File: config.mk
export PLATFORM = sky130hd
export DESIGN_NAME = serial_lsu_top
export DESIGN_NICKNAME = d
export VERILOG_FILES = /design/src/design/lsu_pkg.sv /design/src/design/lsu_data_ram.sv /design/src/design/lsu_mem_if.sv /design/src/design/ser_add.sv /design/src/design/serial_lsu_top.sv /design/src/design/shift_reg.sv
export SDC_FILE = /design/constraint.sdc
export NUM_CORES = 2
export LEC_CHECK = 0
export BUFFER_PORTS_ARGS = -buffer_cell sky130_fd_sc_hd__buf_2
export CAP_MARGIN = 10
export CORE_AREA = 2 2 523 525
export DETAILED_ROUTE_END_ITERATION = 8
export DIE_AREA = 0 0 525 527
export SLEW_MARGIN = 10
export SYNTH_ARGS = -nofsm -noshare
export SYNTH_HDL_FRONTEND = slang
export SYNTH_SLANG_ARGS = --single-unit
File: constraint.sdc
create_clock -name i_clk -period 13.59 [get_ports i_clk]
set_input_delay 1.359 -clock i_clk [delete_from_list [all_inputs] [get_ports i_clk]]
set_output_delay 1.359 -clock i_clk [all_outputs]
set_load 0.1 [all_outputs]
File: src/design/lsu_pkg.sv
`default_nettype none

package lsu_pkg;

   localparam int LSU_XLEN = 32;        // Also the length of one serial phase.
   localparam int LSU_RAM_WORDS = 64;
   localparam int LSU_RAM_AW = 6;
   localparam int LSU_RAM_LATENCY = 2;  // Cycles from cyc rise to ack.

   // Low two bits of funct3.
   typedef enum logic [1:0] {
      LSU_BYTE = 2'b00,
      LSU_HALF = 2'b01,
      LSU_WORD = 2'b10
   } lsu_width_e;

   // Single-beat request, held stable until ack.
   typedef struct packed {
      logic [31:0] adr;
      logic [31:0] dat;
      logic [3:0]  sel;
      logic        we;
      logic        cyc;
   } lsu_bus_req_t;

endpackage

`default_nettype wire

File: src/design/lsu_data_ram.sv
`timescale 1ns/1ps
`default_nettype none

module lsu_data_ram (
   input  logic                  i_clk,
   input  logic                  i_arst_n,
   input  lsu_pkg::lsu_bus_req_t i_req,
   output logic [31:0]           o_rdt,
   output logic                  o_ack
);

   logic [31:0] mem [lsu_pkg::LSU_RAM_WORDS];

   logic [$clog2(lsu_pkg::LSU_RAM_LATENCY + 1)-1:0] cnt;
   logic [lsu_pkg::LSU_RAM_AW-1:0]                 waddr;
   logic                                           last;

   assign waddr = i_req.adr[lsu_pkg::LSU_RAM_AW+1:2];  // Higher bits alias.
   assign last  = (cnt == lsu_pkg::LSU_RAM_LATENCY - 1);

   // Latency counter, ack is a single pulse.
   always_ff @(posedge i_clk or negedge i_arst_n) begin
      if (!i_arst_n) begin
         cnt   <= '0;
         o_ack <= 1'b0;
      end else if (o_ack) begin
         cnt   <= '0;
         o_ack <= 1'b0;
      end else if (i_req.cyc) begin
         if (last) begin
            cnt   <= '0;
            o_ack <= 1'b1;
         end else begin
            cnt <= cnt + 1'b1;
         end
      end else begin
         cnt <= '0;
      end
   end

   // Read word is ready in the ack cycle.
   always_ff @(posedge i_clk) begin
      if (i_req.cyc & ~o_ack & last)
         o_rdt <= mem[waddr];
   end

   always_ff @(posedge i_clk) begin
      if (i_req.cyc & o_ack & i_req.we) begin
         for (int lane = 0; lane < 4; lane++) begin
            if (i_req.sel[lane])
               mem[waddr][8*lane +: 8] <= i_req.dat[8*lane +: 8];
         end
      end
   end

   a_cyc_held: assert property (
      @(posedge i_clk) disable iff (!i_arst_n)
      (i_req.cyc & ~o_ack) |=> i_req.cyc
   );

endmodule

`default_nettype wire

File: src/design/lsu_mem_if.sv
`timescale 1ns/1ps
`default_nettype none

module lsu_mem_if (
   input  logic                  i_clk,
   input  logic                  i_arst_n,
   input  logic                  i_en,
   input  logic                  i_init,
   input  logic                  i_dat_valid,
   input  logic                  i_cmd,
   input  logic [2:0]            i_funct3,
   input  logic                  i_rs1,
   input  logic                  i_rs2,
   input  logic                  i_imm,
   input  logic                  i_trap,
   input  logic [31:0]           i_rdt,
   input  logic                  i_ack,
   output logic                  o_rd,
   output logic                  o_misalign,
   output lsu_pkg::lsu_bus_req_t o_req
);

   lsu_pkg::lsu_width_e width;

   logic                        adr_bit;
   logic [lsu_pkg::LSU_XLEN-1:0] adr_q;
   logic [lsu_pkg::LSU_XLEN-1:0] dat;
   logic [31:0]                 st_dat;
   logic [31:0]                 ld_dat;
   logic [3:0]                  sel;
   logic [1:0]                  bytepos;
   logic [1:0]                  misalign;
   logic                        init_r;
   logic                        init_2r;
   logic                        en_r;
   logic                        en_2r;
   logic                        cyc;
   logic                        signbit;
   logic                        is_signed;
   logic                        is_word;
   logic                        is_byte;
   logic                        load_ack;

   assign width     = lsu_pkg::lsu_width_e'(i_funct3[1:0]);
   assign is_word   = (width == lsu_pkg::LSU_WORD);
   assign is_byte   = (width == lsu_pkg::LSU_BYTE);
   assign is_signed = ~i_funct3[2];
   assign load_ack  = cyc & i_ack & ~i_cmd;

   // Address is rs1 + imm, one bit per cycle.
   ser_add u_ser_add (
      .i_clk    (i_clk),
      .i_arst_n (i_arst_n),
      .i_a      (i_rs1),
      .i_b      (i_imm),
      .i_clr    (~i_en),
      .o_q      (adr_bit)
   );

   // Keeps shifting under a trap so the faulting address is preserved.
   shift_reg u_shift_reg_adr (
      .i_clk    (i_clk),
      .i_arst_n (i_arst_n),
      .i_en     (i_init | (i_en & i_trap)),
      .i_d      (adr_bit),
      .o_q      (adr_q)
   );

   always_comb begin
      case (width)
         lsu_pkg::LSU_WORD: sel = 4'b1111;
         lsu_pkg::LSU_HALF: sel = bytepos[1] ? 4'b1100 : 4'b0011;
         default:           sel = 4'b0001 << bytepos;
      endcase
   end

   // Narrow stores go out on every lane.
   always_comb begin
      case (width)
         lsu_pkg::LSU_WORD: st_dat = dat;
         lsu_pkg::LSU_HALF: st_dat = {2{dat[15:0]}};
         default:           st_dat = {4{dat[7:0]}};
      endcase
   end

   // Addressed field lands in the low bits, upper bits stay as read.
   always_comb begin
      ld_dat = i_rdt;
      case (width)
         lsu_pkg::LSU_HALF: begin
            if (bytepos[1])
               ld_dat[15:0] = i_rdt[31:16];
         end
         lsu_pkg::LSU_BYTE: ld_dat[7:0] = i_rdt[{bytepos, 3'b000} +: 8];
         default: ;
      endcase
   end

   always_comb begin
      o_req.adr = adr_q;
      o_req.dat = st_dat;
      o_req.sel = sel;
      o_req.we  = i_cmd;
      o_req.cyc = cyc;
   end

   assign o_misalign = |misalign;
   assign o_rd = i_dat_valid ? dat[0] : (signbit & is_signed);  // Extend past valid bits.

   always_ff @(posedge i_clk or negedge i_arst_n) begin
      if (!i_arst_n) begin
         init_r  <= 1'b0;
         init_2r <= 1'b0;
         en_r    <= 1'b0;
         en_2r   <= 1'b0;
      end else begin
         init_r  <= i_init;
         init_2r <= init_r;
         en_r    <= i_en;
         en_2r   <= en_r;
      end
   end

   // First two address bits come out in the first two cycles.
   always_ff @(posedge i_clk or negedge i_arst_n) begin
      if (!i_arst_n) begin
         bytepos  <= 2'b00;
         misalign <= 2'b00;
      end else begin
         if (i_en & ~en_r)
            bytepos[0] <= adr_bit;
         if (en_r & ~en_2r)
            bytepos[1] <= adr_bit;
         if (!i_en) begin
            misalign <= 2'b00;
         end else begin
            if (i_init & ~init_r)
               misalign[0] <= ~is_byte & adr_bit;
            if (init_r & ~init_2r)
               misalign[1] <= is_word & adr_bit;
         end
      end
   end

   always_ff @(posedge i_clk or negedge i_arst_n) begin
      if (!i_arst_n) begin
         cyc <= 1'b0;
      end else if (cyc & i_ack) begin
         cyc <= 1'b0;
      end else if (init_r & ~i_init & ~i_trap) begin
         cyc <= 1'b1;  // One cycle after init ends.
      end
   end

   always_ff @(posedge i_clk or negedge i_arst_n) begin
      if (!i_arst_n) begin
         dat     <= '0;
         signbit <= 1'b0;
      end else begin
         if (load_ack)
            dat <= ld_dat;
         else if (i_en)
            dat <= {i_rs2, dat[lsu_pkg::LSU_XLEN-1:1]};
         if (i_dat_valid)
            signbit <= dat[0];
      end
   end

   a_no_cyc_on_trap: assert property (
      @(posedge i_clk) disable iff (!i_arst_n)
      $rose(cyc) |-> $past(~i_trap)
   );

   a_sel_nonzero: assert property (
      @(posedge i_clk) disable iff (!i_arst_n)
      cyc |-> (sel != 4'b0000)
   );

   a_ack_needs_cyc: assert property (
      @(posedge i_clk) disable iff (!i_arst_n)
      i_ack |-> cyc
   );

endmodule

`default_nettype wire

File: src/design/ser_add.sv
`timescale 1ns/1ps
`default_nettype none

module ser_add (
   input  logic i_clk,
   input  logic i_arst_n,
   input  logic i_a,
   input  logic i_b,
   input  logic i_clr,
   output logic o_q
);

   logic carry;
   logic carry_nxt;

   assign o_q = i_a ^ i_b ^ carry;
   assign carry_nxt = (i_a & i_b) | (i_a & carry) | (i_b & carry);

   // Carry ripples one bit per clock.
   always_ff @(posedge i_clk or negedge i_arst_n) begin
      if (!i_arst_n) begin
         carry <= 1'b0;
      end else if (i_clr) begin
         carry <= 1'b0;  // Fresh start for the next operand.
      end else begin
         carry <= carry_nxt;
      end
   end

endmodule

`default_nettype wire

File: src/design/serial_lsu_top.sv
`timescale 1ns/1ps
`default_nettype none

module serial_lsu_top (
   input  logic       i_clk,
   input  logic       i_arst_n,
   input  logic       i_en,
   input  logic       i_init,
   input  logic       i_dat_valid,
   input  logic       i_cmd,
   input  logic [2:0] i_funct3,
   input  logic       i_rs1,
   input  logic       i_rs2,
   input  logic       i_imm,
   input  logic       i_trap,
   output logic       o_rd,
   output logic       o_misalign,
   output logic       o_done
);

   lsu_pkg::lsu_bus_req_t req;
   logic [31:0]           rdt;

   lsu_mem_if u_lsu_mem_if (
      .i_clk       (i_clk),
      .i_arst_n    (i_arst_n),
      .i_en        (i_en),
      .i_init      (i_init),
      .i_dat_valid (i_dat_valid),
      .i_cmd       (i_cmd),
      .i_funct3    (i_funct3),
      .i_rs1       (i_rs1),
      .i_rs2       (i_rs2),
      .i_imm       (i_imm),
      .i_trap      (i_trap),
      .i_rdt       (rdt),
      .i_ack       (o_done),
      .o_rd        (o_rd),
      .o_misalign  (o_misalign),
      .o_req       (req)
   );

   // Ack doubles as the done pulse to the core.
   lsu_data_ram u_lsu_data_ram (
      .i_clk    (i_clk),
      .i_arst_n (i_arst_n),
      .i_req    (req),
      .o_rdt    (rdt),
      .o_ack    (o_done)
   );

endmodule

`default_nettype wire

File: src/design/shift_reg.sv
`timescale 1ns/1ps
`default_nettype none

module shift_reg (
   input  logic                        i_clk,
   input  logic                        i_arst_n,
   input  logic                        i_en,
   input  logic                        i_d,
   output logic [lsu_pkg::LSU_XLEN-1:0] o_q
);

   // LSB arrives first, so new bits enter at the top.
   always_ff @(posedge i_clk or negedge i_arst_n) begin
      if (!i_arst_n) begin
         o_q <= '0;
      end else if (i_en) begin
         o_q <= {i_d, o_q[lsu_pkg::LSU_XLEN-1:1]};
      end
   end

endmodule

`default_nettype wire

# After elaboration in Yosys (flattened, before gate mapping)
# Memories as Yosys holds them, arrays and structs flattened. A register that Yosys moved wholly into a read port is not among the register bits.
# Cells that the tools add are included.
# Widths: inputs -> output; s select.
totals:
  inputBits: 13
  wordCells: 94
  rom_bits: 0
  memories: 1
  regBits: 78
  ram_bits: 2048
  latchBits: 0
  out_inout_bits: 3
mem_list:
  columns: ["memory", "depth", "width", "read_ports", "rd_clocked_by_memory_dff", "wr", "line_no", "rtl"]
  rows:
  - ["u_lsu_data_ram.mem", 64, 32, 1, 1, 1, "lsu_data_ram.sv:12", "logic [31:0] mem [lsu_pkg::LSU_RAM_WORDS];"]
classes:
  multipliers: 0
  order_cmp: 0
  n_shift: 2
  div: 0
  addsub: 1
  bitwise: 33
  n_reduce_logical: 4
  eq_ne: 5
  mux: 33
ops:
  columns: ["cell", "n"]
  rows:
  - ["$mux 32", 2]
  - ["$pmux 32 s2", 1]
  - ["$shiftx 32x6->8", 1]
  - ["$mux 1", 21]
  - ["$and 1x1->1", 18]
  - ["$mux 16", 1]
  - ["$pmux 8 s2", 1]
  - ["$not 1->1", 10]
  - ["$mux 2", 4]
  - ["$mux 8", 1]
  - ["$pmux 4 s2", 1]
  - ["$eq 2x1->1 const B", 2]
  - ["$mux 4", 1]
  - ["$ne 2x1->1 const B", 2]
  - ["$reduce_bool 2->1", 2]
  - ["$shl 1x2->4 const A", 1]
  - ["$or 1x1->1", 3]
  - ["$add 2x1->2 const B", 1]
  - ["$eq 2x2->1 const B", 1]
  - ["$logic_not 2->1", 1]
  - ["$reduce_or 2->1", 1]
  - ["$xor 1x1->1", 2]

# Depth between registers and ports, before layout
depth:
  ltp_word: 5
  depth_mapped: 12
  ltp_nobuf: 8

# Modules after synthesis
# A second synthesis with hierarchy kept.
unflattened:
  hier_cells: 4943
  hier_area_um2: 84411.0
by_module_without_submodules:
  columns: ["mod", "seq_area_each_um2", "instances", "area_each_um2", "cells_per_inst"]
  rows:
  - ["lsu_data_ram", 62535.0, 1, 80242.0, 4551]
  - ["lsu_mem_if", 1051.0, 1, 2765.2, 321]
  - ["shift_reg", 800.8, 1, 1345.0, 68]
  - ["ser_add", 25.0, 1, 58.8, 3]

# Worst setup path before layout
# Ideal clock, no wire load.
synth_path:
  path_type: "input to register"
  start: "in i_funct3[0]"
  end: "mem u_lsu_data_ram.mem[0][15] (data pin)"
  path_stages: 5
  setup_time_ns: 0.702
  path_slack_ns: 8.184
  arrival_ns: 4.704
  path_buffers: 2
  path_cell_list: "inv_1 > ha_1 > clkbuf_1 > clkbuf_1 > o21ai_0"
synth_rtl:
  columns: ["element", "line_no", "rtl"]
  rows:
  - ["start, declared", "serial_lsu_top.sv:11", "input logic [2:0] i_funct3,"]
  - ["end, declared", "lsu_data_ram.sv:12", null]

==> results.ini <==
[sta]
period_share_pct=39.1
layout_setup_ws_ns=8.28
max_slew_margin_pct=7.99
clock_skew_ns=0.0372
tns_ns=0
tightest_slew_ns=1.38
fmax_mhz=188
timing.final.hold_violations=0
slew_viol_final=0
finalSetupViolCount=0
rsz0062_at_grt=no
min_period_ns=5.31
hold_slack_ns=0.319

[drt]
drcViolationCount=0
vias=51800
post_drt_via_cell_ratio=5.91
avgRoutedWirePerCell_um=32.2
drt_wl_total_mm=282
drtAntennaViolNets=0
drt_iter0_markers=8443
drtPass1Iterations=7

[power]
intPower_mw=13.0
switching_share_pct=36.6
pwr-share-clk_pct=28.1
p_switching_mw=7.52
powerDensity_nw_per_um2=217
total_leakage_power_nw=28.7
power_frac_comb_pct=30.3
seqPwrFrac_pct=41.6
vdd_ir_drop_max_mv=0.139
power_mw=20.6

[logic_synthesis]
synth.distinct_cells=70
yosys_warnings=0
ys_seq_area_share_pct=76.9
synth-edff-count=2080
yosysTopAreaCellShare_pct=74.6
synthTopCellsByArea=edfxtp_1 (75%), a221oi_1 (4.1%), a22oi_1 (3.2%), dfrtp_1 (2.3%), nor2_1 (1.9%)
ys_async_sr_fraction_pct=3.53
yosysTopAreaCell=edfxtp_1
synth_nets=5038
netlist_area_sq_um=83700
synth_area_per_cell_sq_um=16.7
ys_ff_latch=2156
synthCells=5021
synth-main-ff-cell=edfxtp_1

[floorplanning]
start_util_pct=30.8
core_area_sq_um=272000
die_x_um=525
chipHeight_um=527
io_pins=16
num_rows=192
dieArea_sq_um=277000

[placed_design]
dp.cells=8353
post-dp-hpwl_mm=172
place_ws_ns=8.40
io_buffers=15
place_congestion=0.936

[clock_tree]
clkSinkCount=2156
htree_levels=4
ctsResizeCount=0
max-clock-path-buffers=3
tritoncts=yes
ctsHoldBuffers=0
cts_setup_buffers=0
clock_latency_ns=0.89
cts_root_buffer=clkbuf_16
clk_pin_slew_ns=0.06
cts_buffers=214

[cells_and_area]
layout-drive-gt1-share_pct=13.0
n_fill_cell=25300
nets=4998
area.growth.synth_to_final_pct=13.1
stdcell_count=8757

[critical_path]
worstSetupPathType=flip-flop to flip-flop
crit_path_end_kind=flip-flop
cp.arrival_ns=5.87
cp_max_fo=45
required_ns=14.15
crit_path_start_kind=flip-flop

[global_routing]
antenna_found_initial=24
grt_pass1_vias=48600
overflow=0
grt_pass1_wl_mm=389
grt_use_total_pct=19.7
grt_start_max_net_pins=122

[outcome]
outcome=complete, no violations

[hold_path]
hp-class=input pin to asynchronous set/reset pin

[flow_run]
cap_viol_max_count=0

==> cell type report <==
type | count | area [sq um] | area share, %
tap | 3589 | 4490 | 4.75
antenna | 7 | 17.5 | 0.0185
inverter | 15 | 66.3 | 0.0701
sequential | 2156 | 64400 | 68.1
multi-input combinational | 2440 | 17600 | 18.7
clock inverter | 125 | 1100 | 1.16
clock buffer | 271 | 5670 | 6.00
timing repair buffer | 154 | 1230 | 1.30
==> synthesized netlist by cell type, types with 39 or more instances <==
cell type	n
a221o_1	40
a21oi_1	97
nor2_1	413
mux2_2	98
buf_2	153
mux2i_1	137
nand2_1	148
nor3_1	55
a221oi_1	388
nand3_1	39
dfrtp_1	76
clkbuf_1	174
a22o_1	63
o22ai_1	120
o21ai_0	133
edfxtp_1	2080
a22oi_1	352
==> through the flow <==
stage	area [sq um]	utilization [%]
final	94600	34.8
after floorplan	83700	-
after global placement	87700	32.3
after global routing	94600	34.8
after detailed placement	87800	32.3
after CTS	94600	34.8
==> power groups by stage <==
stage / clock [mW] / combinational [mW] / sequential, mW
after global placement: 0 / 5.99 / 8.66
final: 5.79 / 6.23 / 8.55
after detailed placement: 0 / 6.05 / 8.67
after global routing: 6.07 / 6.41 / 8.54
after CTS: 5.80 / 6.07 / 8.53
after floorplan: 0 / 3.39 / 8.61
==> state kept, by name (all words and copies together) (netlist names), 2 cells and up <==
signal / cells
u_lsu_data_ram.cnt: 2
u_lsu_mem_if.misalign: 2
u_lsu_data_ram.mem: 2048
u_lsu_mem_if.u_shift_reg_adr.o_q: 30
u_lsu_mem_if.bytepos: 2
u_lsu_mem_if.dat: 32
u_lsu_data_ram.o_rdt: 32
==> per-layer routing <==
layer | vias to the layer above | global-route usage [%] | wire [um]
met4 | 26 | 10.6 | 17300
li1 | 20600 | - | -
met1 | 26600 | 25.8 | 105000
met3 | 715 | 5.87 | 36300
met2 | 3772 | 29.3 | 123000
met5 | - | 0 | 182
==> worst max-delay path, stage by stage (launching register included) <==
cell and delay, ns:
dfrtp_4 0.83, buf_4 0.59, buf_4 0.57, nor2_4 0.29, buf_4 0.45, buf_4 0.46, a22oi_1 0.24, o21ai_0 0.16
a2111oi_0 1.07, nand4_1 0.21
==> cell families (layout without fill, tap and decap cells) <==
group	count (synthesis)	count (layout)	share of synthesized area, %
flops	2156	2156	76.9
compound gates	1391	1391	12.5
simple gates	773	773	4.08
buf+inv	425	565	2.48
mux	272	272	3.95
fa+ha+maj	4	4	0.0688
other cells	0	7	0
==> worst paths after layout <==
check | from | end | slack (ns) | depth (start not counted)
worst min-delay path | i_arst_n | u_lsu_mem_if.init_2r | 0.32 | 1
worst max register to register | u_lsu_mem_if.u_shift_reg_adr.o_q[2] | u_lsu_data_ram.o_rdt[11] | 8.28 | 9
worst min register to register | u_lsu_mem_if.en_r | u_lsu_mem_if.en_2r | 0.41 | 0
max in group asynchronous | i_arst_n | u_lsu_mem_if.u_shift_reg_adr.o_q[2] | 11.92 | 2
worst max-delay path | u_lsu_mem_if.u_shift_reg_adr.o_q[2] | u_lsu_data_ram.o_rdt[11] | 8.28 | 9
min in group i_clk | u_lsu_mem_if.en_r | u_lsu_mem_if.en_2r | 0.41 | 0
==> cells in the final DEF (no fill, tap or decap), types with 14 or more instances in the layout <==
cell and n:
clkinv_2 34, o221ai_1 30, o22ai_1 120, edfxtp_1 2080, clkinv_1 55, a221o_1 40, nand4_1 16, o21ai_0 125
a211oi_1 14, mux2i_1 137, a22o_1 55, o22a_1 15, buf_2 14, o21ai_1 21, or3_1 15, mux4_2 37
a221oi_1 388, buf_4 129, a22oi_1 352, a2111oi_0 20, nand3_1 39, a31oi_1 20, nand2_1 145, a21oi_1 88
clkbuf_1 51, nor2_1 401, nor3_1 51, dfrtp_1 62, bufinv_16 14, clkbuf_16 218, mux2_2 98
Note: power is estimated with default switching activity, not from simulation.
